### config.mk
export PLATFORM = sky130hd
export DESIGN_NAME = tlp_fifo
export DESIGN_NICKNAME = d
export VERILOG_FILES = /design/src/logic/tlp_fifo.sv
export SDC_FILE = /design/constraint.sdc
export NUM_CORES = 1
export LEC_CHECK = 0
export BUFFER_PORTS_ARGS = -buffer_cell sky130_fd_sc_hd__buf_4
export CAP_MARGIN = 25
export CORE_AREA = 2 2 81 67
export DETAILED_ROUTE_END_ITERATION = 10
export DIE_AREA = 0 0 83 69
export SLEW_MARGIN = 20
export SYNTH_ARGS = -nofsm -noshare
export SYNTH_HDL_FRONTEND = slang
export SYNTH_SLANG_ARGS = --single-unit
### constraint.sdc
create_clock -name avst64_clk -period 2.8 [get_ports avst64_clk]
set_input_delay 0.56 -clock avst64_clk [delete_from_list [all_inputs] [get_ports avst64_clk]]
set_output_delay 0.56 -clock avst64_clk [all_outputs]
set_load 0.01 [all_outputs]
### src/logic/tlp_fifo.sv
/*
 * synchronous FIFO
 * circular buffer with valid/ready on both sides, one cycle from push
 * to pop valid, payload type given by parameter
 */
`timescale 1ns/10ps

module tlp_fifo #(
   parameter type payload_t = logic [7:0],
   parameter int  depth_aw  = 2
) (
   input  logic     avst64_clk,
   input  logic     bfm_reset_n,
   input  payload_t in_data,
   input  logic     in_valid,
   output logic     in_ready,
   output payload_t out_data,
   output logic     out_valid,
   input  logic     out_ready
);
   localparam int depth = 1 << depth_aw;

   payload_t            store [depth];
   logic [depth_aw-1:0] wr_ptr;
   logic [depth_aw-1:0] rd_ptr;
   logic [depth_aw:0]   fill;      // top bit set only when full
   logic [depth_aw:0]   fill_nxt;
   logic                push;
   logic                pop;

   assign push      = in_valid & in_ready;
   assign pop       = out_valid & out_ready;
   assign out_valid = (fill != '0);
   assign out_data  = store[rd_ptr];

   always_comb begin
      fill_nxt = fill;
      if (push & ~pop)
         fill_nxt = fill + 1'b1;
      else if (pop & ~push)
         fill_nxt = fill - 1'b1;
   end

   always_ff @(posedge avst64_clk or negedge bfm_reset_n) begin
      if (!bfm_reset_n) begin
         wr_ptr   <= '0;
         rd_ptr   <= '0;
         fill     <= '0;
         in_ready <= 1'b0;  // rises on the first edge after reset
      end else begin
         if (push) wr_ptr <= wr_ptr + 1'b1;   // pointers wrap on their own
         if (pop)  rd_ptr <= rd_ptr + 1'b1;
         fill     <= fill_nxt;
         in_ready <= ~fill_nxt[depth_aw];
      end
   end

   always_ff @(posedge avst64_clk) begin
      if (push) store[wr_ptr] <= in_data;
   end

endmodule

# After elaboration in Yosys (flattened, before gate mapping)
# Memory sizes are Yosys's and may differ from the RTL's.
# Cells that the tools add are included.
dict set report totals {
  ff_bits 8
  ramBits 32
  in_bits 12
  out_inout_bits 10
  wordCells 23
  memories 1
}
dict set report op_classes {
  add_sub_neg 4
  mux 4
  n_bitwise 7
  n_reduce_logical 2
}
# name depth width read_ports rd_ports_with_merged_regs write_ports line
set mem_list {}
lappend mem_list {store 4 8 1 0 1 23} ;# payload_t store [depth];
# op count
set ops {}
lappend ops {{$mux W3} 2}
lappend ops {{$add A2 B1 Y2 const B} 2}
lappend ops {{$and A1 B1 Y1} 4}
lappend ops {{$add A3 B1 Y3 const B} 1}
lappend ops {{$not A1 Y1} 3}
lappend ops {{$reduce_bool A3 Y1} 1}
lappend ops {{$sub A3 B1 Y3 const B} 1}
lappend ops {{$mux W1} 2}
lappend ops {{$reduce_bool A2 Y1} 1}

# Longest topological paths before layout
dict set report depth {
  word_depth 6
  ltp_mapped 9
}

# Worst setup path after synthesis
# OpenSTA, ideal clock, no wires.
dict set report synth_timing {
  path_kind {register to register}
  start {register fill[0]}
  end {register with a tool-made name}
  setup_time_ns 0.134
  arrival_time_ns 1.531
  required_ns 2.666
  path_slack_ns 1.135
  stages_incl_launch_ff 10
  n_path_buf 0
  period_less_slack_ns 1.665
  path_cell_list {dfrtp_1 inv_1 ha_1 nand2b_1 nand2_1 inv_1 ha_1 nor3b_1 o21ai_0 o211ai_1}
}
# element line
set synth_lines {}
lappend synth_lines {{from (decl)} 26} ;# logic [depth_aw:0] fill;
lappend synth_lines {{from (signal assigned)} 53} ;# fill <= fill_nxt;

==> impl_metrics.json <==
{
  "post_synth.cell_area_avg_um2": 17.6,
  "p_per_area_mw_per_mm2": 1010,
  "clock.fmax_ghz": 0.435,
  "maxSlewViolCount": 0,
  "post_cts.repair.setup_buffers": 0,
  "numPortBuffers": 21,
  "layout.cells.most_common": "sky130_fd_sc_hd__edfxtp_1",
  "worstPathArrival_ns": 1.74,
  "nFillCells": 455,
  "yosysWarningCount": 0,
  "cap_viol_max_count": 0,
  "firstDrtPassIters": 4,
  "tightest_slew_ns": 0.590,
  "fin_hold_ws_ns": 0.0786,
  "post_synth_instance_area_mm2": 0.00168,
  "setup_slack_ns": 0.503,
  "totalNegativeSetupSlack_ns": 0,
  "synth.top_cells.by_area": "sky130_fd_sc_hd__edfxtp_1 57%, sky130_fd_sc_hd__dfrtp_1 12%, sky130_fd_sc_hd__mux4_2 11%",
  "routed-via-count": 851,
  "design.final.nets": 142,
  "report.final.setup_viol": 0,
  "cts-buffers-inserted": 5,
  "detailedPlace.worstSlack_ns": 0.755,
  "ir_worst_vdd_mv": 0.428,
  "slew-limit-headroom": 0.606,
  "switching_share": 0.302,
  "detail_route.drc_violations": 0,
  "clock-skew-final_ns": 0.00399,
  "layout_worst_path_cycle_share": 0.820,
  "gp_routability_congestion": 0.830,
  "synth-seq-cells": 40,
  "timing.reg2reg.setup_slack_ns": 1.01,
  "synth.yosys.seq_area_share": 0.693,
  "clk_root_buf": "sky130_fd_sc_hd__clkbuf_8",
  "cts_hold_buf": 0,
  "synth_top_area_cell": "sky130_fd_sc_hd__edfxtp_1",
  "first_global_vias": 915,
  "p_clk_frac": 0.225,
  "report.final.hold_viol_count": 0,
  "detail_route.vias_per_cell": 4.63,
  "rsz_0062_raised_after_global_routing": "no",
  "cts_tree": "built",
  "commonest_non_fill_non_tap_cells_in_the_layout": "32 x sky130_fd_sc_hd__edfxtp_1, 21 x sky130_fd_sc_hd__buf_4, 9 x sky130_fd_sc_hd__ha_1",
  "area_delta_synth_final_pct": 19.7,
  "critPathRequiredTime_ns": 2.24,
  "leakagePower_nw": 0.772,
  "share_of_power_burned_in_combinational_logic": 0.322,
  "synth_top_cell_area_share": 0.574,
  "critical_path.max_fanout": 10,
  "ctsHtreeMaxLevel": 2,
  "dr.first_iter.drc_count": 46,
  "tritoncts_num_sinks": 40,
  "cts.reportedPaths.clkPinSlew_ns": 0.08,
  "wl_per_cell_um": 14.0,
  "net-switching-power_uw": 612,
  "cell_internal_pwr_mw": 1.42,
  "floorplan.die.height_um": 69,
  "drt-total-wl_um": 2580,
  "grt_start_max_net_pins": 14,
  "floorplan.rows": 23,
  "clock_tree.buffer_depth": 2,
  "worst_setup_path_start_kind": "flip-flop",
  "cp-end-kind": "primary output",
  "drt.antenna.violating_nets": 0,
  "clock_latency_ns": 0.28,
  "syn_inst": 95,
  "grt_first_pass_wirelength_um": 4470,
  "post-dp-hpwl_um": 1780,
  "post_cts_resize_count": 0,
  "worst_r2r_startpoint": "fill[0]",
  "grt_use_total": 0.101,
  "fp.coreArea_mm2": 0.00492,
  "post-route-min-period_ns": 2.30,
  "initial_utilization": 0.340,
  "post_route_cells_drive_above_1_share": 0.295,
  "critPathKind": "flip-flop to primary output",
  "number_of_cells_on_the_worst_reg_to_reg_path": 9,
  "chipWidth_um": 83,
  "mappedNetlistNets": 116,
  "run_status": "complete, no violations",
  "die_area_mm2": 0.00573,
  "stdcell_area_mm2": 0.00201,
  "ioPinCount": 22,
  "placed_area_mm2": 0.00189,
  "power_frac_seq": 0.453,
  "worstHoldPathType": "input pin to asynchronous set/reset pin",
  "post_synth_num_cell_types": 21,
  "antenna_cells": 0,
  "grt.overflow.total": 0,
  "antenna_found_initial": 0
}
==> cell usage after synthesis <==
master / instances
sky130_fd_sc_hd__nor2_1: 1
sky130_fd_sc_hd__o21ai_0: 5
sky130_fd_sc_hd__ha_1: 9
sky130_fd_sc_hd__xor2_1: 1
sky130_fd_sc_hd__clkbuf_2: 1
sky130_fd_sc_hd__mux2i_1: 1
sky130_fd_sc_hd__buf_6: 1
sky130_fd_sc_hd__nor2b_1: 3
sky130_fd_sc_hd__edfxtp_1: 32
sky130_fd_sc_hd__nand3_1: 2
sky130_fd_sc_hd__dfrtp_1: 8
sky130_fd_sc_hd__xnor2_1: 3
sky130_fd_sc_hd__a22oi_1: 1
sky130_fd_sc_hd__nand2_1: 5
sky130_fd_sc_hd__and3_1: 4
sky130_fd_sc_hd__nand3b_1: 1
sky130_fd_sc_hd__o211ai_1: 1
sky130_fd_sc_hd__mux4_2: 8
sky130_fd_sc_hd__nand2b_1: 1
sky130_fd_sc_hd__inv_1: 6
sky130_fd_sc_hd__nor3b_1: 1
==> per-stage QoR <==
stage               cells   util  total power, mW
finish                184  0.408             2.03
floorplan              95      -             1.36
detailed placement    176  0.385             1.60
global route          184  0.408             2.17
CTS                   184  0.408             2.06
global placement      176  0.385             1.59
==> layout make-up <==
type | instances | area [µm²] | share of cell area
sequential | 40 | 1160 | 0.579
clock buffer | 5 | 68.8 | 0.0343
tap | 62 | 77.6 | 0.0387
inverter | 6 | 22.5 | 0.0112
clock inverter | 3 | 42.5 | 0.0212
multi-input combinational | 47 | 475 | 0.237
timing repair buffer | 21 | 158 | 0.0786
==> worst max path at each step <==
stage / from / endpoint / slack [ns] / depth (start not counted)
global route: rd_ptr[0] / out_data[3] / 0.37 / 2
detailed placement: rd_ptr[0] / out_data[0] / 0.76 / 2
CTS: rd_ptr[0] / out_data[0] / 0.44 / 2
finish: rd_ptr[0] / out_data[2] / 0.50 / 2
floorplan: fill[0] / flip-flop / 1.14 / 9
global placement: rd_ptr[0] / out_data[0] / 0.76 / 2
==> critical path, cell delays in order, from the launching register on <==
cell	delay, ns
sky130_fd_sc_hd__dfrtp_1	0.72
sky130_fd_sc_hd__mux4_2	0.58
sky130_fd_sc_hd__buf_4	0.16
==> per-layer routing <==
layer  wire length [µm]  part of all wire  vias to the layer above  global-route usage
met4                 29             0.011                        0              0.0383
met1               1230              0.48                      422               0.135
met2               1210              0.47                       16               0.152
li1                   -                 -                      408                   -
met5                  0                 0                        -                   0
met3                113             0.044                        5              0.0347
==> flip-flops by register name, indices dropped and copies added, names as in the netlist, named ones only <==
name,count
fill,2
in_ready,1
wr_ptr,2
rd_ptr,2
store,32
==> cells by family after synthesis <==
group,after synthesis,share of synthesized area
and+or+nand+nor,18,0.0583
buffers and inverters,8,0.0231
DFF,40,0.693
adders and majority gates,9,0.0672
muxes,9,0.114
AOI/OAI and AO/OA,7,0.0239
xor gates and xnor gates,4,0.0209
==> power by group through the flow <==
stage / clock network [mW] / logic, mW / registers, mW
4_1_cts: 0.471 / 0.668 / 0.926
2_1_floorplan: 0 / 0.504 / 0.852
3_5_place_dp: 0 / 0.664 / 0.939
5_1_grt: 0.499 / 0.727 / 0.945
6_report: 0.456 / 0.653 / 0.919
3_3_place_gp: 0 / 0.655 / 0.932
Note: power is estimated with default switching activity, not from simulation.
