$ cat src/logic/tlbfm_settings.svh
/*
 * TL BFM root port settings
 * sizes, depths and IDs shared by the RTL and the testbench
 */
`ifndef TLBFM_SETTINGS_SVH
`define TLBFM_SETTINGS_SVH

`define TLBFM_MEM_AW       6        // dword address bits, 64 dwords of shared memory
`define TLBFM_RX_FIFO_AW   2        // beat buffer holds 4 beats
`define TLBFM_RD_FIFO_AW   2        // read-job queue holds 4 jobs
`define TLBFM_MAX_PAYLOAD  8        // largest length field accepted, in dwords
`define TLBFM_CPL_ID       16'h0100 // completer ID of the root port

`endif

$ cat src/logic/bfm_pkg.sv
/*
 * internal work package
 * memory write pairs from the parser and pending read jobs
 * handed to the completion builder
 */
`include "tlbfm_settings.svh"

package bfm_pkg;

   // dword pair write, slot k lands at base+k modulo memory size
   typedef struct packed {
      logic [`TLBFM_MEM_AW-1:0] base;
      logic [1:0]               dw_en;  // bit k enables slot k
      logic [63:0]              data;   // slot 0 in the low dword
   } mem_wr_t;

   // one read waiting for its completion
   typedef struct packed {
      logic [15:0]              requester_id;
      logic [7:0]               tag;
      logic [3:0]               length;      // 1 to max payload
      logic [`TLBFM_MEM_AW-1:0] index;       // first dword
      logic [6:0]               lower_addr;
   } cpl_job_t;

endpackage

$ cat src/logic/tlp_pkg.sv
/*
 * link format package
 * packet type codes and the 64-bit Avalon-ST beat, plus the decoded
 * 3-DW request header
 */
package tlp_pkg;

   // header byte 0 values
   localparam logic [7:0] fmt_mwr32 = 8'h40;  // memory write, 3-DW, with data
   localparam logic [7:0] fmt_mrd32 = 8'h00;  // memory read, 3-DW
   localparam logic [7:0] fmt_cpld  = 8'h4A;  // completion with data

   // one stream beat
   typedef struct packed {
      logic [63:0] data;   // lower dword goes first on the wire
      logic        sop;
      logic        eop;
      logic        empty;  // upper dword unused
   } avst_beat_t;

   // decoded request header
   typedef struct packed {
      logic [7:0]  fmt_type;
      logic [9:0]  length;        // dwords, 0 means 1024
      logic [15:0] requester_id;
      logic [7:0]  tag;
      logic [31:0] address;       // byte address
   } tlp_hdr_t;

endpackage

$ cat src/logic/cpl_tx_builder.sv
/*
 * completion builder
 * pops read jobs, forms the completion header and streams header and
 * memory data as 64-bit beats, fetching one beat ahead and holding
 * under back-pressure
 */
`timescale 1ns/10ps
`include "tlbfm_settings.svh"

module cpl_tx_builder (
   input  logic                     avst64_clk,
   input  logic                     bfm_reset_n,
   input  bfm_pkg::cpl_job_t        job,
   input  logic                     job_valid,
   output logic                     job_ready,
   output logic [`TLBFM_MEM_AW-1:0] rd_index,
   input  logic [63:0]              rd_data,
   output tlp_pkg::avst_beat_t      tx_beat,
   output logic                     tx_valid,
   input  logic                     tx_ready
);
   localparam int aw = `TLBFM_MEM_AW;

   bfm_pkg::cpl_job_t job_q;
   logic              busy;        // beats of job_q still to fetch
   logic [2:0]        cnt;         // next beat to fetch
   logic [4:0]        n_beats;
   logic [2:0]        last_k;
   logic              issue;
   logic              advance;
   logic [aw-1:0]     next_idx;
   logic [31:0]       dw0;
   logic [31:0]       dw1;
   logic [31:0]       dw2;

   // fetch stage, rd_data belongs to it
   logic              f_valid;
   logic [aw-1:0]     f_idx;
   logic              f_sop;
   logic              f_mix;       // dword 2 low, data 0 high
   logic              f_eop;
   logic              f_empty;
   logic [63:0]       f_hdr;

   //--------------------------------------------------------------------
   // header dwords
   //--------------------------------------------------------------------
   assign dw0 = {tlp_pkg::fmt_cpld, 14'h0, 6'h0, job_q.length};
   assign dw1 = {`TLBFM_CPL_ID, 3'b000, 1'b0, 6'h0, job_q.length, 2'b00};  // bytes = len*4
   assign dw2 = {job_q.requester_id, job_q.tag, 1'b0, job_q.lower_addr};

   assign n_beats = (5'(job_q.length) + 5'd4) >> 1;  // ceil((3+len)/2)
   assign last_k  = n_beats[2:0] - 3'd1;

   // beat k>=1 reads from index+2k-3 so data sits high for beat 1
   assign next_idx = job_q.index + aw'({cnt, 1'b0}) - aw'(3);

   assign job_ready = ~busy;
   assign advance   = f_valid & (~tx_valid | tx_ready);
   assign issue     = busy & (~f_valid | advance);
   assign rd_index  = issue ? next_idx : f_idx;  // stalled stage rereads its own pair

   always_ff @(posedge avst64_clk or negedge bfm_reset_n) begin
      if (!bfm_reset_n) begin
         busy     <= 1'b0;
         cnt      <= '0;
         f_valid  <= 1'b0;
         tx_valid <= 1'b0;
      end else begin
         if (job_valid & job_ready) begin
            busy <= 1'b1;
            cnt  <= '0;
         end else if (issue) begin
            cnt <= cnt + 3'd1;
            if (cnt == last_k) busy <= 1'b0;   // next job may load now
         end
         if (issue)        f_valid <= 1'b1;
         else if (advance) f_valid <= 1'b0;
         if (advance)       tx_valid <= 1'b1;
         else if (tx_ready) tx_valid <= 1'b0;
      end
   end

   //--------------------------------------------------------------------
   // job, fetch stage and output beat
   //--------------------------------------------------------------------
   always_ff @(posedge avst64_clk) begin
      if (job_valid & job_ready) job_q <= job;
      if (issue) begin
         f_idx   <= next_idx;
         f_sop   <= (cnt == 3'd0);
         f_mix   <= (cnt == 3'd1);
         f_eop   <= (cnt == last_k);
         f_empty <= (cnt == last_k) & ~job_q.length[0];  // 3+len odd
         f_hdr   <= (cnt == 3'd0) ? {dw1, dw0} : {32'h0, dw2};  // header kept past job_q reload
      end
      if (advance) begin
         if (f_sop)      tx_beat.data <= f_hdr;
         else if (f_mix) tx_beat.data <= {rd_data[63:32], f_hdr[31:0]};
         else            tx_beat.data <= rd_data;
         tx_beat.sop   <= f_sop;
         tx_beat.eop   <= f_eop;
         tx_beat.empty <= f_empty;
      end
   end

endmodule

$ cat config.mk
export PLATFORM = sky130hd
export DESIGN_NAME = cpl_tx_builder
export DESIGN_NICKNAME = d
export VERILOG_FILES = /design/src/logic/bfm_pkg.sv /design/src/logic/tlp_pkg.sv /design/src/logic/cpl_tx_builder.sv
export VERILOG_INCLUDE_DIRS = /design/src /design/src/logic
export SDC_FILE = /design/constraint.sdc
export NUM_CORES = 1
export LEC_CHECK = 0
export BUFFER_PORTS_ARGS = -buffer_cell sky130_fd_sc_hd__buf_2
export CAP_MARGIN = 10
export CELL_PAD_IN_SITES_DETAIL_PLACEMENT = 1
export CELL_PAD_IN_SITES_GLOBAL_PLACEMENT = 1
export CORE_ASPECT_RATIO = 1.1
export CORE_MARGIN = 10
export CORE_UTILIZATION = 40
export CTS_BUF_LIST = sky130_fd_sc_hd__clkbuf_4
export DETAILED_ROUTE_END_ITERATION = 10
export PLACE_DENSITY = 0.87
export RECOVER_POWER = 100
export SYNTH_ARGS = -nofsm -noshare
export SYNTH_HDL_FRONTEND = slang
export SYNTH_SLANG_ARGS = --single-unit
$ cat constraint.sdc
create_clock -name avst64_clk -period 3.9 [get_ports avst64_clk]
set_input_delay 0.39 -clock avst64_clk [delete_from_list [all_inputs] [get_ports avst64_clk]]
set_output_delay 0.39 -clock avst64_clk [all_outputs]
set_load 0.05 [all_outputs]
# After elaboration in Yosys (flattened, before gate mapping)
# Cells that the tools add are included.
# word_totals
register_bits,188
output_inout_bits,75
word_cells,57
# classes
n_eq_ne,2
bitwise,10
n_addsub,5
mux,13
n_reduce_logical,6
# ops
op,n
$mux 64,1
$mux 57,1
$mux 32,1
$reduce_bool 2->1,4
$mux 1,7
$add 6x4->6,1
$mux 3,2
$mux 6,1
$sub 6x2->6 const B,1
$add 4x3->4 const B,1
$and 1x1->1,4
$not 1->1,4
$add 3x1->3 const B,1
$eq 3x1->1 const B,1
$eq 3x3->1,1
$logic_not 3->1,1
$sub 3x1->3 const B,1
$or 1x1->1,2
$reduce_and 2->1,1

# Logic depth before layout (Yosys ltp)
# depth
word_depth,7
ltp_mapped,8
mapped_depth_nobuf,8

# Worst setup path before layout
# OpenSTA, ideal clock, no wires.
# synth_path
kind,flip-flop to output port
startpoint,register cnt[1]
endpoint,output rd_index[4]
path_slack_ns,0.900
required_time_ns,3.510
arrival_time_ns,2.610
stages_incl_launch_ff,9
path_cell_list,dfrtp_1 inv_1 ha_1 inv_1 ha_1 a21o_1 a21oi_1 xor2_1 o21ai_0
# synth_between
elab_chain_cells,3
# synth_rtl
element,line,text
start: declaration,cpl_tx_builder.sv:26,logic [2:0] cnt;
start signal: assignment,cpl_tx_builder.sv:74,cnt <= cnt + 3'd1;
$add 6x4->6,cpl_tx_builder.sv:56,"assign next_idx = job_q.index + aw'({cnt, 1'b0}) - aw'(3);"
$sub 6x2->6,cpl_tx_builder.sv:56,
$mux 6,n/a,
end: declaration,cpl_tx_builder.sv:16,"output logic [`TLBFM_MEM_AW-1:0] rd_index,"
# No other way between the ends.

# Worst setup path after layout
# Same ends and word-level chain as after synthesis.

==> implementation parameters <==
Parameter                              Value

Timing
  Number of hold violations in the final report ... 0
  Worst hold-check slack ... 0.0771 ns
  Post-route setup slack ... roughly 0.54 ns
  Slew Limit Fails ... about 130
  Measured slew at the worst slew-check pin ... 1.80 ns
  Clock skew ... 0.0171 ns
  Setup TNS ... 0 ns
  Setup repair after global routing missed its margin ... false
  Total of endpoints with negative setup slack in the final report ... 0
  Max-slew headroom at the worst pin ... -20.2%
  FMAX ... between 200 and 300 MHz
  Crit path time final ... around 3.4 ns
  Period utilization ... 86.2%

Cells and area
  Utilization after layout ... 51.4%
  Area growth, synth to finish ... 25.2%
  Share of post-route cells with drive strength above 1 ... 26.6%
  Net count of the finished layout ... around 700
  Number of filler instances in the final layout ... 1586
  Final standard cell area without fillers ... 7790 µm²

Drt
  Antenna Violating Nets Remaining ... 0
  Initial detailed-routing violation count ... between 100 and 150
  Residual DRC count ... 0
  1st-pass router iterations ... 4
  Post-detailed-routing wire length ... 15.2 mm
  Met1 Wirelength ... 5.94 mm
  Routed length on met3 ... 1.11 mm
  Vias after detailed routing ... 3660
  Top sig layer ... met4
  Met2 wirelength from detailed routing ... 7.84 mm
  Avg WL per Cell ... 19.2 µm
  Average via count per standard cell ... between 4 and 5

Power and ir drop
  Internal cell power ... 0.00370 W
  Net switching power figure ... 0.00265 W
  Ratio of total power to cell area ... 815 nW/µm²
  Reg power frac ... 44.1%
  Clock share of power ... 16.0%
  Part of the power in combinational logic ... 39.8%
  Maximum ir drop on the vdd rail ... around 480 µV
  Switching Share ... 41.8%
  P_leak ... 3.00 nW

CTS
  CTS clock-pin slew for the worst setup and hold paths ... 0.12 ns
  Bufs on Longest Clock Path ... 2
  Clock tree from TritonCTS ... done
  CTS Root Cell ... clkbuf_4
  TritonCTS Buffers ... 17
  Post-CTS setup repair buffer count ... 0
  Number of H-tree branching levels ... 4
  Post-cts gate resize count ... 0
  Clock sink count ... 159
  Worst-Skew Late Latency ... 0.56 ns

GRT
  Largest net degree at the start of global routing ... slightly below 70
  Wire length of the first global-routing pass ... about 23 mm
  Number of antenna violations at the first check in global routing ... 1
  Via count of the first global-routing pass ... 4161
  Overall overflow remaining after global route ... 0
  Gr usage total ... 14.3%

Setup path
  Sequence of cells on the critical path ... inv_1 > ha_1 > inv_1 > ha_1 > a21o_1 > a21oi_1 > xor2_1 > o21ai_0 > clkbuf_1
  Worst EP arrival ... 2.97 ns
  Largest delay contributor family on the critical path ... buffers and inverters
  Worst setup EP type ... output port
  Worst setup path category ... reg2out
  Critical path launch point type ... register
  Peak per-stage delay on the critical path ... 0.52 ns
  Data required time of the worst path ... 3.51 ns
  Crit path max fanout ... 4
  Highest-delay cell along the critical path ... clkbuf_1
  Number of buffers and inverters on the critical path ... 3

Worst hold path
  Min-delay worst type ... in2reg

Yosys
  Top cell types by occurrence after synthesis ... edfxtp_1 (147), nor2b_1 (43), mux2_4 (30)
  Gate count after technology mapping ... 345
  Mapped cell area ... 6230 µm²
  Main flop type after synthesis ... edfxtp_1
  Most frequently used cell type in the post-synthesis netlist ... edfxtp_1
  Number of flops mapped to enable cells by yosys ... around 150
  Cell type with the highest aggregate area in the netlist ... edfxtp_1
  Count of warnings emitted by yosys ... 0
  Post-Synthesis Mean Instance Area ... 18.0 µm²
  Top post-synthesis cells by area ... edfxtp_1 (71%), mux2_4 (7.2%), nor2b_1 (4.3%)
  Nets in the synthesized netlist ... 466
  Share of the yosys chip area belonging to registers ... 75.2%
  Number of distinct library cell variants in the gate-level netlist after synthesis ... 35
  Total of flip-flops plus latches after synthesis ... 159
  Area share of the leading cell type in the synthesized netlist ... between 70% and 80%
  Share of synthesized flip-flops with an asynchronous set or reset ... 3.77%

Die
  Core Box Area ... 15200 µm²
  Vert. Die Dim ... 151 µm
  I/O Pins ... ~180
  Die boundary width ... between 100 and 150 µm
  Initial standard-cell utilization of the core ... 41.0%
  Die ar. ... 21000 µm²
  Count of standard-cell rows ... 47

Placement
  Number of buffers added on ports ... between 150 and 200
  Routability Congestion ... 0.782
  Setup WS pre-CTS ... approximately 1.3 ns
  HPWL after detailed placement ... 10.6 mm
  Placed Instance Area ... 7330 µm²

Status
  Failing checks ... capacitance limit, slew limit
  Outcome ... complete, but fails checks

Job
  Max capacitance violation total ... 3
layer usage:
layer,vias to the layer above,track usage [%]
met5,-,0
met4,0,5.11
met3,22,5.89
met2,148,25.8
met1,1782,14.7
li1,1708,-
sequential cells by signal, summed over array words and instances, names as in the netlist:
register,flops
busy,1
cnt,3
dw0,4
dw2,31
f_empty,1
f_eop,1
f_hdr,36
f_idx,6
f_mix,1
f_valid,1
job_q,6
tx_beat,67
tx_valid,1
path summary, 6_finish.rpt:
kind,from,endpoint,slack (ns),depth (start not counted)
max,cnt[1],rd_index[4],0.54,9
min,job_valid,busy,0.08,2
max reg2reg,f_mix,tx_beat[23],0.77,3
min reg2reg,f_eop,tx_beat[1],0.45,0
max in group asynchronous,bfm_reset_n,tx_valid,3.41,2
min in group asynchronous,bfm_reset_n,cnt[2],0.24,2
through the flow:
step | power, W | std cells
after floorplan | 0.00501 | 345
after global placement | 0.00553 | 717
after detailed placement | 0.00565 | 717
after CTS | 0.00669 | 789
after global routing | 0.00674 | 790
final | 0.00635 | 790
cell usage in the layout (no fill, tap or decap), drive strengths merged:
| cell type | n |
|---|---|
| mux2 | 37 |
| nand2 | 10 |
| nand3b | 1 |
| o21ai | 7 |
| and2 | 5 |
| dfxtp | 6 |
| xor2 | 4 |
| clkbuf | 101 |
| xnor2 | 5 |
| buf | 104 |
| a21o | 5 |
| edfxtp | 147 |
| nand3 | 3 |
| or2 | 4 |
| o22a | 1 |
| ha | 11 |
| nand2b | 3 |
| clkinvlp | 5 |
| dfrtp | 6 |
| and2b | 9 |
| dlygate4sd3 | 42 |
| o22ai | 1 |
| fa | 1 |
| nor2b | 43 |
| nor2 | 5 |
| diode | 1 |
| inv | 18 |
| bufinv | 3 |
| a21oi | 2 |
| clkinv | 4 |
cell type report:
class / instances / area, µm² / share of cell area, %
clock buffer: 19 / 143 / 1.83
antenna: 1 / 2.50 / 0.0321
multi-input combinational: 157 / 1260 / 16.1
inverter: 19 / 72.6 / 0.931
tap: 196 / 245 / 3.15
sequential: 159 / 4680 / 60.1
clock inverter: 11 / 143 / 1.83
timing repair buffer: 228 / 1250 / 16.0
worst reg2reg max path, delay by kind of cell, from the launching register on:
| kind | cells | cell delay [ns] |
|---|---|---|
| buffers and inverters | 1 | 0.71 |
| and+or+nand+nor | 1 | 1.35 |
| muxes | 1 | 0.41 |
| DFF | 1 | 0.40 |
power groups by stage:
stage / Clock, W / Sequential [W] / Combinational, W
floorplan: 0 / 0.00364 / 0.00137
global placement: 0 / 0.00281 / 0.00272
detailed placement: 0 / 0.00285 / 0.00280
CTS: 0.00105 / 0.00281 / 0.00284
global route: 0.00112 / 0.00286 / 0.00276
finish: 0.00102 / 0.00280 / 0.00253
repair_timing:
action / 4_1_cts / 5_1_grt
endpoints found under the hold margin: 47 / 0
hold buffers: 42 / 0
endpoints found under the setup margin: 0 / 0
cell families after synthesis:
| logic type | synth area share (%) |
|---|---|
| xor+xnor | 1.27 |
| buf+inv | 2.49 |
| mux | 8.50 |
| compound gates | 1.67 |
| simple gates | 8.30 |
| flops | 75.2 |
| fa+ha+maj | 2.53 |
(Power assumes the default switching activity.)
