**config.mk**
```make
export PLATFORM = sky130hd
export DESIGN_NAME = tlp_rx_parser
export DESIGN_NICKNAME = d
export VERILOG_FILES = /design/src/logic/bfm_pkg.sv /design/src/logic/tlp_pkg.sv /design/src/logic/tlp_rx_parser.sv
export VERILOG_INCLUDE_DIRS = /design/src /design/src/logic
export SDC_FILE = /design/constraint.sdc
export NUM_CORES = 1
export LEC_CHECK = 0
export BUFFER_PORTS_ARGS = -buffer_cell sky130_fd_sc_hd__buf_2
export CAP_MARGIN = 5
export CORE_ASPECT_RATIO = 1.2
export CORE_MARGIN = 2
export CORE_UTILIZATION = 54
export DETAILED_ROUTE_END_ITERATION = 10
export PLACE_DENSITY = 0.87
export SLEW_MARGIN = 20
export SYNTH_ARGS = -nofsm -noshare
export SYNTH_HDL_FRONTEND = slang
export SYNTH_SLANG_ARGS = --single-unit
```
**constraint.sdc**
```tcl
create_clock -name avst64_clk -period 11.93 [get_ports avst64_clk]
set_input_delay 3.579 -clock avst64_clk [delete_from_list [all_inputs] [get_ports avst64_clk]]
set_output_delay 3.579 -clock avst64_clk [all_outputs]
set_load 0.02 [all_outputs]
```
**src/logic/tlbfm_settings.svh**
```systemverilog
/*
 * TL BFM root port settings
 * sizes, depths and IDs shared by the RTL and the testbench
 */
`ifndef TLBFM_SETTINGS_SVH
`define TLBFM_SETTINGS_SVH

`define TLBFM_MEM_AW       6        // dword address bits, 64 dwords of shared memory
`define TLBFM_RX_FIFO_AW   2        // beat buffer holds 4 beats
`define TLBFM_RD_FIFO_AW   2        // read-job queue holds 4 jobs
`define TLBFM_MAX_PAYLOAD  8        // largest length field accepted, in dwords
`define TLBFM_CPL_ID       16'h0100 // completer ID of the root port

`endif

```
**src/logic/bfm_pkg.sv**
```systemverilog
/*
 * internal work package
 * memory write pairs from the parser and pending read jobs
 * handed to the completion builder
 */
`include "tlbfm_settings.svh"

package bfm_pkg;

   // dword pair write, slot k lands at base+k modulo memory size
   typedef struct packed {
      logic [`TLBFM_MEM_AW-1:0] base;
      logic [1:0]               dw_en;  // bit k enables slot k
      logic [63:0]              data;   // slot 0 in the low dword
   } mem_wr_t;

   // one read waiting for its completion
   typedef struct packed {
      logic [15:0]              requester_id;
      logic [7:0]               tag;
      logic [3:0]               length;      // 1 to max payload
      logic [`TLBFM_MEM_AW-1:0] index;       // first dword
      logic [6:0]               lower_addr;
   } cpl_job_t;

endpackage

```
**src/logic/tlp_pkg.sv**
```systemverilog
/*
 * link format package
 * packet type codes and the 64-bit Avalon-ST beat, plus the decoded
 * 3-DW request header
 */
package tlp_pkg;

   // header byte 0 values
   localparam logic [7:0] fmt_mwr32 = 8'h40;  // memory write, 3-DW, with data
   localparam logic [7:0] fmt_mrd32 = 8'h00;  // memory read, 3-DW
   localparam logic [7:0] fmt_cpld  = 8'h4A;  // completion with data

   // one stream beat
   typedef struct packed {
      logic [63:0] data;   // lower dword goes first on the wire
      logic        sop;
      logic        eop;
      logic        empty;  // upper dword unused
   } avst_beat_t;

   // decoded request header
   typedef struct packed {
      logic [7:0]  fmt_type;
      logic [9:0]  length;        // dwords, 0 means 1024
      logic [15:0] requester_id;
      logic [7:0]  tag;
      logic [31:0] address;       // byte address
   } tlp_hdr_t;

endpackage

```
**src/logic/tlp_rx_parser.sv**
```systemverilog
/*
 * request parser
 * decodes 3-DW headers from the beat stream, turns write payload into
 * dword pair writes and read headers into completion jobs, drops and
 * counts anything else
 */
`timescale 1ns/10ps
`include "tlbfm_settings.svh"

module tlp_rx_parser (
   input  logic                avst64_clk,
   input  logic                bfm_reset_n,
   input  tlp_pkg::avst_beat_t beat,
   input  logic                beat_valid,
   output logic                beat_ready,
   output bfm_pkg::mem_wr_t    mem_wr,
   output logic                mem_wr_valid,
   output bfm_pkg::cpl_job_t   job,
   output logic                job_valid,
   input  logic                job_ready,
   output logic [15:0]         tlp_drop_count
);
   localparam int aw = `TLBFM_MEM_AW;

   typedef enum logic [1:0] {st_hdr0, st_hdr1, st_payload, st_discard} parse_state_t;

   parse_state_t      state;
   tlp_pkg::tlp_hdr_t hdr_q;     // dwords 0 and 1 kept from the sop beat
   tlp_pkg::tlp_hdr_t hdr_cur;   // header as seen in the current beat
   logic [aw-1:0]     addr_idx;
   logic [aw-1:0]     wr_base;   // next pair index for payload beats
   logic              is_wr;
   logic              is_rd;
   logic              len_ok;
   logic              hdr_ok;
   logic              take;

   //--------------------------------------------------------------------
   // header decode
   //--------------------------------------------------------------------
   always_comb begin
      hdr_cur = hdr_q;
      if (state == st_hdr0) begin
         hdr_cur.fmt_type     = beat.data[31:24];
         hdr_cur.length       = beat.data[9:0];
         hdr_cur.requester_id = beat.data[63:48];
         hdr_cur.tag          = beat.data[47:40];
      end
      hdr_cur.address = beat.data[31:0];  // dword 2 sits low in the second beat
   end

   assign addr_idx = hdr_cur.address[2 +: aw];
   assign is_wr    = (hdr_cur.fmt_type == tlp_pkg::fmt_mwr32);
   assign is_rd    = (hdr_cur.fmt_type == tlp_pkg::fmt_mrd32);
   assign len_ok   = (hdr_cur.length != '0) &&
                     (hdr_cur.length <= 10'(`TLBFM_MAX_PAYLOAD));  // 0 means 1024
   assign hdr_ok   = (is_wr | is_rd) & len_ok;

   // read header beat waits for room in the job queue
   assign beat_ready = !((state == st_hdr1) && is_rd && !job_ready);
   assign take       = beat_valid & beat_ready;
   assign job_valid  = (state == st_hdr1) & is_rd & beat_valid;

   always_comb begin
      job.requester_id = hdr_cur.requester_id;
      job.tag          = hdr_cur.tag;
      job.length       = hdr_cur.length[3:0];
      job.index        = addr_idx;
      job.lower_addr   = hdr_cur.address[6:0];
   end

   //--------------------------------------------------------------------
   // packet FSM and drop counter
   //--------------------------------------------------------------------
   always_ff @(posedge avst64_clk or negedge bfm_reset_n) begin
      if (!bfm_reset_n) begin
         state          <= st_hdr0;
         mem_wr_valid   <= 1'b0;
         tlp_drop_count <= '0;
      end else begin
         mem_wr_valid <= 1'b0;
         if (take) begin
            case (state)
               st_hdr0: if (beat.sop) begin  // stray beats outside a packet are eaten
                  if (!hdr_ok) begin
                     tlp_drop_count <= tlp_drop_count + 16'd1;
                     if (!beat.eop) state <= st_discard;
                  end else if (!beat.eop) begin
                     state <= st_hdr1;
                  end
               end
               st_hdr1: begin
                  mem_wr_valid <= is_wr & ~beat.empty;  // data 0 in the upper dword
                  if (beat.eop)  state <= st_hdr0;
                  else if (is_wr) state <= st_payload;
                  else            state <= st_discard;
               end
               st_payload: begin
                  mem_wr_valid <= 1'b1;
                  if (beat.eop) state <= st_hdr0;
               end
               default: if (beat.eop) state <= st_hdr0;  // discard to end of packet
            endcase
         end
      end
   end

   // write pairs
   always_ff @(posedge avst64_clk) begin
      if (take) begin
         if (state == st_hdr0) hdr_q <= hdr_cur;
         if (state == st_hdr1) begin
            mem_wr.base  <= addr_idx - 1'b1;  // slot 1 hits the start index
            mem_wr.dw_en <= 2'b10;
            mem_wr.data  <= beat.data;
            wr_base      <= addr_idx + 1'b1;
         end
         if (state == st_payload) begin
            mem_wr.base  <= wr_base;
            mem_wr.dw_en <= {~beat.empty, 1'b1};
            mem_wr.data  <= beat.data;
            wr_base      <= wr_base + aw'(2);
         end
      end
   end

endmodule

```
# After elaboration in Yosys (flattened, before gate mapping)
# Cells that the tools add are included.
# classes
addsub,4
n_lt_le_gt_ge,1
n_eq_ne,5
n_mux,15
bitwise,8
n_reduce_logical,14
# op_table
cell,n
two-way mux 72 bit,2
two-way mux 42 bit,1
adder 16 x 1 -> 16 bit (second input constant),1
two-way mux 2 bit,6
two-way mux 6 bit,2
less-or-equal comparator 10 x 4 -> 1 bit (second input constant),1
nonzero test 10 bit,1
equality test 8 x 7 -> 1 bit (second input constant),1
zero test 8 bit,1
AND reduction 4 bit,2
adder 6 x 1 -> 6 bit (second input constant),1
adder 6 x 2 -> 6 bit (second input constant),1
subtractor 6 x 1 -> 6 bit (second input constant),1
bitwise AND 1 bit,5
inequality test 2 bit (second input constant),2
case mux 2 bit (2 select lines),1
AND reduction 2 bit,2
logical AND 1 bit,3
nonzero test 3 bit,1
equality test 2 x 1 -> 1 bit (second input constant),1
equality test 2 bit (second input constant),1
zero test 1 bit,2
zero test 2 bit,1
two-way mux 1 bit,2
other kinds (4),5
# totals
regBits,139
inputBits,71
wordCells,59

# Longest topological paths before layout
# Gate-level depths: netlist of run 1.
# depth
depth_word,8
ltp_mapped,11
depth_no_buf,8

# Worst setup path before layout of run 1
# No wires, ideal clock.
# synth_timing
path_type,input port to output port
start,in beat[27] in the netlist's numbering
end,out job_valid
arrival_time_ns,4.545
t_required_ns,8.351
slack_ns,3.806
stages,4
n_path_buf,0
cell_sequence,nor4_1 a22oi_2 nor2_1 and4_1
# synth_via
elab_chain_len,4
# synth_lines
item,line,rtl
"start, declared",tlp_rx_parser.sv:13,"input tlp_pkg::avst_beat_t beat,"
two-way mux 42 bit,tlp_rx_parser.sv:43,if (state == st_hdr0) begin
zero test 8 bit,tlp_rx_parser.sv:54,assign is_rd = (hdr_cur.fmt_type == tlp_pkg::fmt_mrd32);
bitwise AND 1 bit (2 in a row),tlp_rx_parser.sv:62,assign job_valid = (state == st_hdr1) & is_rd & beat_valid;
"end, declared",tlp_rx_parser.sv:19,"output logic job_valid,"
# Every way passes these cells.

# Worst setup path in the final report of run 1
# Same ends and word-level chain as after synthesis.

==> results of run 1 <==
==> critical path, stage by stage <==
cell	delay [ns]
buf_2	0.11
nor4_1	0.32
a22oi_2	0.20
nor2_1	0.26
and4_1	0.21
buf_2	0.17
==> flip-flops by register name (all words and copies together), names as in the netlist <==
register and flops:
hdr_q 42, mem_wr 72, mem_wr_valid 1, state 2, tlp_drop_count 16, wr_base 6
==> cell families after synthesis <==
kind of cell / synth area share (%)
AO/OA/AOI/OAI: 2.50
XOR/XNOR: 3.96
adder cells (fa/ha/maj): 1.68
buffers and inverters: 7.15
flip-flops: 68.4
multiplexers: 8.62
AND/OR/NAND/NOR: 7.74
==> layout by cell type (no fill, tap or decap), types with 3 or more instances in the layout <==
cell type and n:
nand3_2 6, mux2i_1 3, nor3_1 4, nand2_1 15
clkinvlp_4 4, and2_1 3, clkinv_2 3, mux2_4 3
and3_1 6, clkbuf_16 17, edfxtp_1 120, nand3_1 6
nand4_1 3, mux2_2 38, dfrtp_1 19, xnor2_1 21
bufinv_16 3, ha_1 7, buf_2 202, nor2_1 9
xor2_1 6, inv_1 13, o21ai_0 8
==> cell usage after synthesis (all sizes together), types with 2 or more instances <==
| master | n | area (um^2) |
|---|---|---|
| buf | 47 | 359 |
| ha | 8 | 100 |
| and2 | 4 | 27.5 |
| a22oi | 2 | 20.0 |
| xor2 | 6 | 52.6 |
| mux2i | 3 | 30.0 |
| nand2 | 16 | 62.6 |
| nor3 | 6 | 40.0 |
| a31oi | 2 | 12.5 |
| nand3 | 12 | 90.1 |
| xnor2 | 21 | 184 |
| edfxtp | 120 | 3600 |
| dfrtp | 19 | 475 |
| nor4 | 4 | 46.3 |
| clkbuf | 5 | 18.8 |
| inv | 13 | 48.8 |
| o2111ai | 2 | 23.8 |
| nand4 | 4 | 31.3 |
| nor4b | 2 | 47.6 |
| o21ai | 8 | 40.0 |
| and3 | 6 | 37.5 |
| mux2 | 42 | 484 |
| nor2 | 12 | 47.6 |
==> area by class of cell <==
cell class	count	area, um^2	share of cell area, %
flip-flops and latches	139	4080	54.9
multi-input cells	169	1480	19.9
inverters	13	48.8	0.657
clock buffers	17	425	5.73
well taps	132	165	2.22
clock inverters	15	174	2.34
repair buffers	205	1050	14.2
==> worst max-delay path by stage <==
stage	from	endpoint
2_1_floorplan	beat[27]	job_valid
3_3_place_gp	beat[27]	job_valid
3_5_place_dp	beat[27]	job_valid
4_1_cts	beat[27]	job_valid
5_1_grt	beat[27]	job_valid
6_report	beat[27]	job_valid
==> power groups by stage <==
| stage | clock network [mW] | logic, mW | registers, mW |
|---|---|---|---|
| detailed placement | 0 | 0.618 | 0.772 |
| floorplan | 0 | 0.370 | 0.884 |
| global placement | 0 | 0.597 | 0.766 |
| global route | 0.552 | 0.655 | 0.774 |
| finish | 0.524 | 0.610 | 0.762 |
| CTS | 0.533 | 0.621 | 0.763 |
==> per-layer routing <==
layer  up-vias  part of all wire [%]
li1       1680                     -
met1      1736                    39
met2       123                    53
met3        23                   5.8
met4         0                   2.3
met5         -                     0
==> out/qor.csv, run 1 <==
stage,metric,value,unit
worst_setup_path,cp.required,8.35,ns
drt,wl,11.4,mm
sta,slew_headroom,53.4,%
placement,post-place-ws,3.52,ns
grt,grt_pass1_wl,17.6,mm
placement,dp.cells,658,
power,clockPowerShare,27.6,%
worst_setup_path,r2r_setup_slack,8.34,ns
worst_setup_path,critPathMaxFanout,4,
power,p_int,1.25,mW
cells_and_area,layout.nets,624,
clock_tree,cts_setup_buffers,0,
die,ios,203,
grt,grt_pass1_vias,3647,
drt,antenna_left,0,
synthesis,post_synth_instance_area,5970,um^2
drt,vias,3562,
die,die-area,11900,um^2
cells_and_area,num-fill-cells,757,
synthesis,synth_nets,452,
min_path,hold_depth,1,
worst_setup_path,worstPathArrival,4.84,ns
clock_tree,cts_tree,done,
synthesis,synth-warning-count,0,
cells_and_area,antennaDiodeCount,0,
cells_and_area,synthToLayoutAreaGrowth,24.4,%
clock_tree,max-clock-path-buffers,2,
power,p_leak,3.05,nW
clock_tree,clkLatencyLatePin,0.41,ns
drt,wl_per_cell,16.5,um
synthesis,synth-seq-cells,139,
power,p_sw_share,33.8,%
worst_setup_path,critPathKind,input pin to primary output,
synthesis,syn-instance-count,373,
min_path,worstHoldPathType,flip-flop to flip-flop,
cells_and_area,finalNonFillerCells,690,
sta,setup_ws,3.51,ns
clock_tree,numCtsBuffers,17,
worst_setup_path,end_kind,primary output,
synthesis,ys_seq_area_share,68.4,%
drt,vias_per_cell,5.16,
grt,grt_util_met2,34.0,%
sta,rsz0062_at_grt,no,
clock_tree,clk_pin_slew_worst_paths,0.06,ns
power,combPwrFrac,32.2,%
die,die_h,119,um
min_path,min_from,tlp_drop_count[15],
sta,fmax,119,MHz
placement,hpwl,8.24,mm
worst_setup_path,rr_endpoint,mem_wr[37],
synthesis,yosysUniqueCellTypes,48,
die,fp-row-count,42,
drt,drc,0,
power,power.total,1.90,mW
sta,period_share,70.6,%
grt,busiest_layer,met2,
synthesis,avgSynthCellArea,16.0,um^2
power,power.share.sequential,40.2,%
clock_tree,cts-hold-fix-buffers,0,
synthesis,synth_edf_count,120,
sta,fin_skew,0.00619,ns
sta,hold_viol,0,
cells_and_area,final_util,68.3,%
power,p_per_area,255,nW/um^2
die,start_util,54.9,%
grt,grtUsageMet1,22.2,%
grt,track_usage,19.3,%
grt,grt-ovfl-total,0,
die,coreArea,10900,um^2
grt,antenna_found_initial,0,
placement,place.port_buffers,202,
placement,gp_congestion,0.767,
cells_and_area,drive_above_1_share,53.9,%
clock_tree,cts.sinks,139,
worst_setup_path,cp-start-kind,input pin,
sta,slew_viol_final,0,
drt,drtIter0Drc,138,
power,p_switching,0.642,mW
drt,firstDrtPassIters,4,
run,drv_cap,0,
grt,grt_max_degree,56,
min_path,min_delay_worst_endpoint,tlp_drop_count[15],
die,fp.dieW,100,um
sta,min_period,8.42,ns
sta,holdWs,0.487,ns
synthesis,ys_async_sr_fraction,13.7,%
clock_tree,htreeDepth,4,
sta,fin_tns_setup,0,ns
grt,use_met3,4.69,%
sta,setup_viol,0,
cells_and_area,fin_area,7420,um^2
clock_tree,root_buffer,clkbuf_16,
power,peakVddDrop,0.000108,V
sta,tightest_slew,0.698,ns
clock_tree,cts-resized-gates,0,
placement,placed_cell_area,6830,um^2
synthesis,synthFlopType,edfxtp_1,
status,status,completed,
worst_setup_path,reg2regPathDepth,8,
worst_setup_path,reg2reg_from,state[1],
(Power assumes the default switching activity.)
==> inputs of run 2 (changes only) <==
CORE_UTILIZATION = 50   (was 54)
PLACE_DENSITY = 0.82   (was 0.87)
clock period = 8.1 ns   (was 11.93 ns; I/O delays follow)
==> run 2 against run 1 <==
  * Sequential power grew 47%
  * Setup slack lost 1.6 ns
  * Combinational power grew 48%
  * First-iteration DRC count grew 13%
  * Global-route usage shrank 0.41 points
  * Critical endpoint unchanged
==> out/qor.csv, run 2 (synthesis gave the netlist of run 1 again) <==
stage,metric,value,unit
clock_tree,max-clock-path-buffers,2,
drt,wl,12.2,mm
worst_setup_path,worstPathCellList,buf_2 > nor4_1 > a22oi_2 > nor2_1 > and4_1 > buf_2,
clock_tree,htreeDepth,4,
worst_setup_path,cp-startpoint,beat[27],
clock_tree,cts_tree,done,
min_path,min_from,tlp_drop_count[15],
cells_and_area,max_flop_register,mem_wr,
power,p_leak,3.02,nW
sta,rsz0062_at_grt,no,
cells_and_area,largest_reg_flops,72,
run,drv_cap,0,
drt,drtIter0Drc,156,
worst_setup_path,slowest_delay,0.39,ns
grt,antenna_found_initial,0,
clock_tree,cts.sinks,139,
sta,period_share,76.4,%
sta,setup_viol,0,
placement,place.port_buffers,202,
placement,gp_congestion,0.823,
power,peakVddDrop,0.000153,V
worst_setup_path,reg2reg_from,state[1],
clock_tree,numCtsBuffers,17,
grt,grt_pass1_wl,18.6,mm
placement,post-place-ws,1.88,ns
drt,firstDrtPassIters,4,
sta,setup_ws,1.91,ns
worst_setup_path,critPathMaxFanout,4,
status,status,completed,
clock_tree,clkLatencyLatePin,0.41,ns
cells_and_area,reg_top3,"mem_wr (72), hdr_q (42), tlp_drop_count (16)",
die,fp-row-count,43,
worst_setup_path,cp-start-kind,input pin,
worst_setup_path,cp.required,5.67,ns
worst_setup_path,r2r_setup_slack,4.35,ns
drt,wl_per_cell,17.0,um
sta,fin_tns_setup,0,ns
sta,fin_skew,0.0149,ns
worst_setup_path,cp_slowest_cell,nor4_1,
clock_tree,cts_setup_buffers,0,
clock_tree,cts-resized-gates,0,
clock_tree,clk_pin_slew_worst_paths,0.06,ns
power,p_per_area,371,nW/um^2
sta,slew_viol_final,0,
cells_and_area,layout.nets,624,
grt,grt_max_degree,48,
die,die-area,12800,um^2
worst_setup_path,worst_path_most_repeated_cell,buf_2,
sta,min_period,6.19,ns
min_path,worstHoldPathType,flip-flop to flip-flop,
die,die_h,124,um
grt,grt_pass1_vias,3587,
worst_setup_path,worstPathArrival,3.76,ns
drt,antenna_left,0,
die,coreArea,11600,um^2
clock_tree,cts-hold-fix-buffers,0,
worst_setup_path,critPathKind,input pin to primary output,
grt,track_usage,18.9,%
cells_and_area,synthToLayoutAreaGrowth,23.9,%
sta,slew_headroom,37.9,%
grt,grt-ovfl-total,0,
sta,tightest_slew,0.929,ns
worst_setup_path,end_kind,primary output,
cells_and_area,drive_above_1_share,53.6,%
drt,drc,0,
cells_and_area,layout_commonest_cell,buf_2,
drt,vias,3581,
die,start_util,51.3,%
die,ios,203,
cells_and_area,layout_common_cells,"buf_2 (202), edfxtp_1 (120), mux2_2 (38), xnor2_1 (21), dfrtp_1 (19)",
die,fp.dieW,104,um
drt,vias_per_cell,5.00,
sta,hold_viol,0,
clock_tree,root_buffer,clkbuf_16,
placement,hpwl,8.83,mm
sta,fmax,162,MHz
-- run 2: changes by cell type in the layout (fill, tap and decap cells not counted) --
| cell | change |
|---|---|
| clkinv_2 | -1 |
| inv_6 | +1 |
| clkbuf_1 | +1 |
| buf_16 | -1 |
| clkinv_1 | +1 |
| clkinv_4 | +1 |
| diode_2 | +1 |
| buf_4 | +1 |
| clkinvlp_4 | -1 |
| bufinv_16 | -2 |
-- run 2: per-stage QoR --
stage,utilization (%),std cells,cell area (um^2),hold slack [ns],power [mW]
finish,63.6,716,7390,0.476,2.74
global route,63.6,715,7390,0.498,2.88
CTS,63.6,715,7390,0.480,2.77
detailed placement,58.8,683,6840,0.462,2.05
global placement,58.8,683,6840,0.465,2.02
floorplan,-,373,5970,0.499,1.85
-- run 2: path summary, 6_finish.rpt --
path | to | depth (start not counted)
setup / recovery | job_valid | 6
min in group asynchronous | tlp_drop_count[8] | 1
setup reg to reg | mem_wr[9] | 8
hold reg to reg | tlp_drop_count[15] | 1
max in group asynchronous | state[1] | 1
hold / removal | tlp_drop_count[15] | 1
-- run 2: where the power goes --
part	internal, mW	total, mW	leakage (nW)	switching, mW
combinational	0.306	0.904	1.39	0.598
sequential	1.05	1.12	1.37	0.0708
clock	0.422	0.715	0.262	0.293
total	1.78	2.74	3.02	0.961
-- run 2: critical path: cells and delay by family --
kind	cells	cell delay, ns
compound gates	1	0.21
simple gates	3	0.84
buf+inv	2	0.27
-- run 2: final cells by class --
class / instances / area (um^2)
antenna: 1 / 2.50
clock buffer: 18 / 429
clock inverter: 14 / 123
fill: 881 / 4230
inverter: 13 / 48.8
multi-input combinational: 169 / 1480
sequential: 139 / 4080
tap: 157 / 196
timing repair buffer: 205 / 1030
-- run 2: layer usage --
layer	wire length, um	global-route usage [%]	share of wire, %	vias to the layer above
met5	0	0	0	-
met4	257	8.53	2.1	0
met3	618	5.13	5.1	23
met2	6570	34.4	54	130
met1	4730	21.1	39	1755
li1	-	-	-	1673
==> inputs of run 3 (changes only) <==
clock period = 6 ns   (was 8.1 ns; I/O delays follow)
==> run 3 against run 2 <==
  * Critical path depth unchanged
  * Die area is the same
  * Global-route usage down 0.42 points
  * First-iteration DRC count shrank 26%
  * Count of clock-buffer cells in the layout decreased by 1
  * Sequential power rose by 35%
  * Critical path type unchanged
==> out/qor.csv, run 3 (synthesis gave the netlist of run 1 again) <==
stage,metric,value,unit
status,status,completed,
clock_tree,cts-resized-gates,0,
run,drv_cap,0,
worst_setup_path,worstPathArrival,3.07,ns
power,p_leak,3.04,nW
grt,grt_pass1_wl,18.2,mm
power,peakVddDrop,0.000229,V
drt,vias_per_cell,4.99,
die,coreArea,11600,um^2
cells_and_area,layout_commonest_cell,buf_2,
sta,min_period,4.87,ns
cells_and_area,drive_above_1_share,53.9,%
drt,drtIter0Drc,116,
drt,antenna_left,0,
worst_setup_path,critPathKind,input pin to primary output,
sta,fin_tns_setup,0,ns
grt,grt_pass1_vias,3551,
die,start_util,51.3,%
die,die_h,124,um
power,p_switching,1.32,mW
clock_tree,root_buffer,clkbuf_16,
sta,period_share,81.2,%
grt,antenna_found_initial,0,
cells_and_area,layout_common_cells,"buf_2 (202), edfxtp_1 (120), mux2_2 (38), xnor2_1 (21), dfrtp_1 (19)",
clock_tree,max-clock-path-buffers,2,
worst_setup_path,end_kind,primary output,
worst_setup_path,cp.required,4.20,ns
sta,setup_viol,0,
die,die-area,12800,um^2
sta,fmax,205,MHz
die,ios,203,
placement,gp_congestion,0.772,
clock_tree,htreeDepth,4,
grt,grt_max_degree,48,
clock_tree,numCtsBuffers,17,
drt,drc,0,
drt,vias,3565,
min_path,worstHoldPathType,flip-flop to flip-flop,
worst_setup_path,critPathMaxFanout,4,
sta,hold_viol,0,
sta,slew_viol_final,0,
sta,tightest_slew,0.927,ns
die,fp-row-count,43,
drt,wl,11.9,mm
clock_tree,cts-hold-fix-buffers,0,
power,p_int,2.43,mW
cells_and_area,layout.nets,624,
cells_and_area,reg_top3,"mem_wr (72), hdr_q (42), tlp_drop_count (16)",
grt,track_usage,18.5,%
placement,hpwl,8.78,mm
clock_tree,cts_tree,done,
clock_tree,cts_setup_buffers,0,
sta,fin_skew,0.00905,ns
power,power.share.sequential,40.4,%
power,p_sw_share,35.2,%
sta,slew_headroom,38.0,%
clock_tree,clkLatencyLatePin,0.41,ns
sta,rsz0062_at_grt,no,
sta,holdWs,0.484,ns
drt,firstDrtPassIters,6,
cells_and_area,largest_reg_flops,72,
grt,grt-ovfl-total,0,
cells_and_area,synthToLayoutAreaGrowth,24.5,%
power,p_per_area,504,nW/um^2
clock_tree,cts.sinks,139,
drt,wl_per_cell,16.7,um
placement,place.port_buffers,202,
clock_tree,clk_pin_slew_worst_paths,0.06,ns
worst_setup_path,cp-start-kind,input pin,
cells_and_area,num-fill-cells,902,
power,combPwrFrac,32.7,%
cells_and_area,max_flop_register,mem_wr,
die,fp.dieW,104,um
power,clockPowerShare,26.9,%
cells_and_area,antennaDiodeCount,0,
run 3: layout make-up:
| class | instances | area [um^2] | share of cell area (%) |
|---|---|---|---|
| Inverter | 13 | 48.8 | 0.657 |
| Multi-Input combinational cell | 169 | 1480 | 19.9 |
| Sequential cell | 139 | 4080 | 54.9 |
| Tap cell | 157 | 196 | 2.64 |
| Clock inverter | 15 | 153 | 2.06 |
| Timing Repair Buffer | 205 | 1050 | 14.1 |
| Clock buffer | 17 | 425 | 5.73 |
run 3: per-stage QoR:
step | worst slack [ns] | cell area (um^2) | instances | utilization (%) | power (mW)
2_1_floorplan | 1.11 | 5970 | 373 | - | 2.48
3_3_place_gp | 1.16 | 6850 | 683 | 58.9 | 2.73
3_5_place_dp | 1.13 | 6850 | 683 | 58.9 | 2.77
4_1_cts | 1.12 | 7430 | 715 | 63.9 | 3.78
5_1_grt | 1.05 | 7430 | 715 | 63.9 | 3.92
6_report | 1.13 | 7430 | 715 | 63.9 | 3.74
run 3: final timing paths:
| check | to | cells past startpoint | slack, ns | startpoint |
|---|---|---|---|---|
| worst min-delay path | tlp_drop_count[15] | 1 | 0.48 | tlp_drop_count[15] |
| worst max register to register | mem_wr[14] | 8 | 2.59 | state[0] |
| worst min register to register | tlp_drop_count[15] | 1 | 0.48 | tlp_drop_count[15] |
| worst max-delay path | job_valid | 6 | 1.13 | beat[28] |
| max in group asynchronous | tlp_drop_count[3] | 1 | 4.37 | bfm_reset_n |
| min in group asynchronous | tlp_drop_count[15] | 1 | 1.32 | bfm_reset_n |
run 3: power groups by stage:
stage / logic, mW / clock network (mW) / registers [mW]
after floorplan: 0.737 / 0 / 1.75
after global placement: 1.21 / 0 / 1.52
after detailed placement: 1.24 / 0 / 1.53
after CTS: 1.24 / 1.02 / 1.51
after global routing: 1.32 / 1.07 / 1.54
final: 1.22 / 1.01 / 1.51
run 3: metal layers:
metal / vias to the layer above / GRT usage (%) / share of wire [%]
li1: 1676 / - / -
met1: 1732 / 20.9 / 39
met2: 135 / 32.8 / 53
met3: 22 / 4.97 / 5.4
met4: 0 / 9.38 / 2.1
met5: - / 0 / 0
run 3: critical path, stage by stage:
cell and delay, ns:
buf_2 0.12, nor4_1 0.34, a22oi_2 0.21, nor2_1 0.21, and4_1 0.21, buf_2 0.17
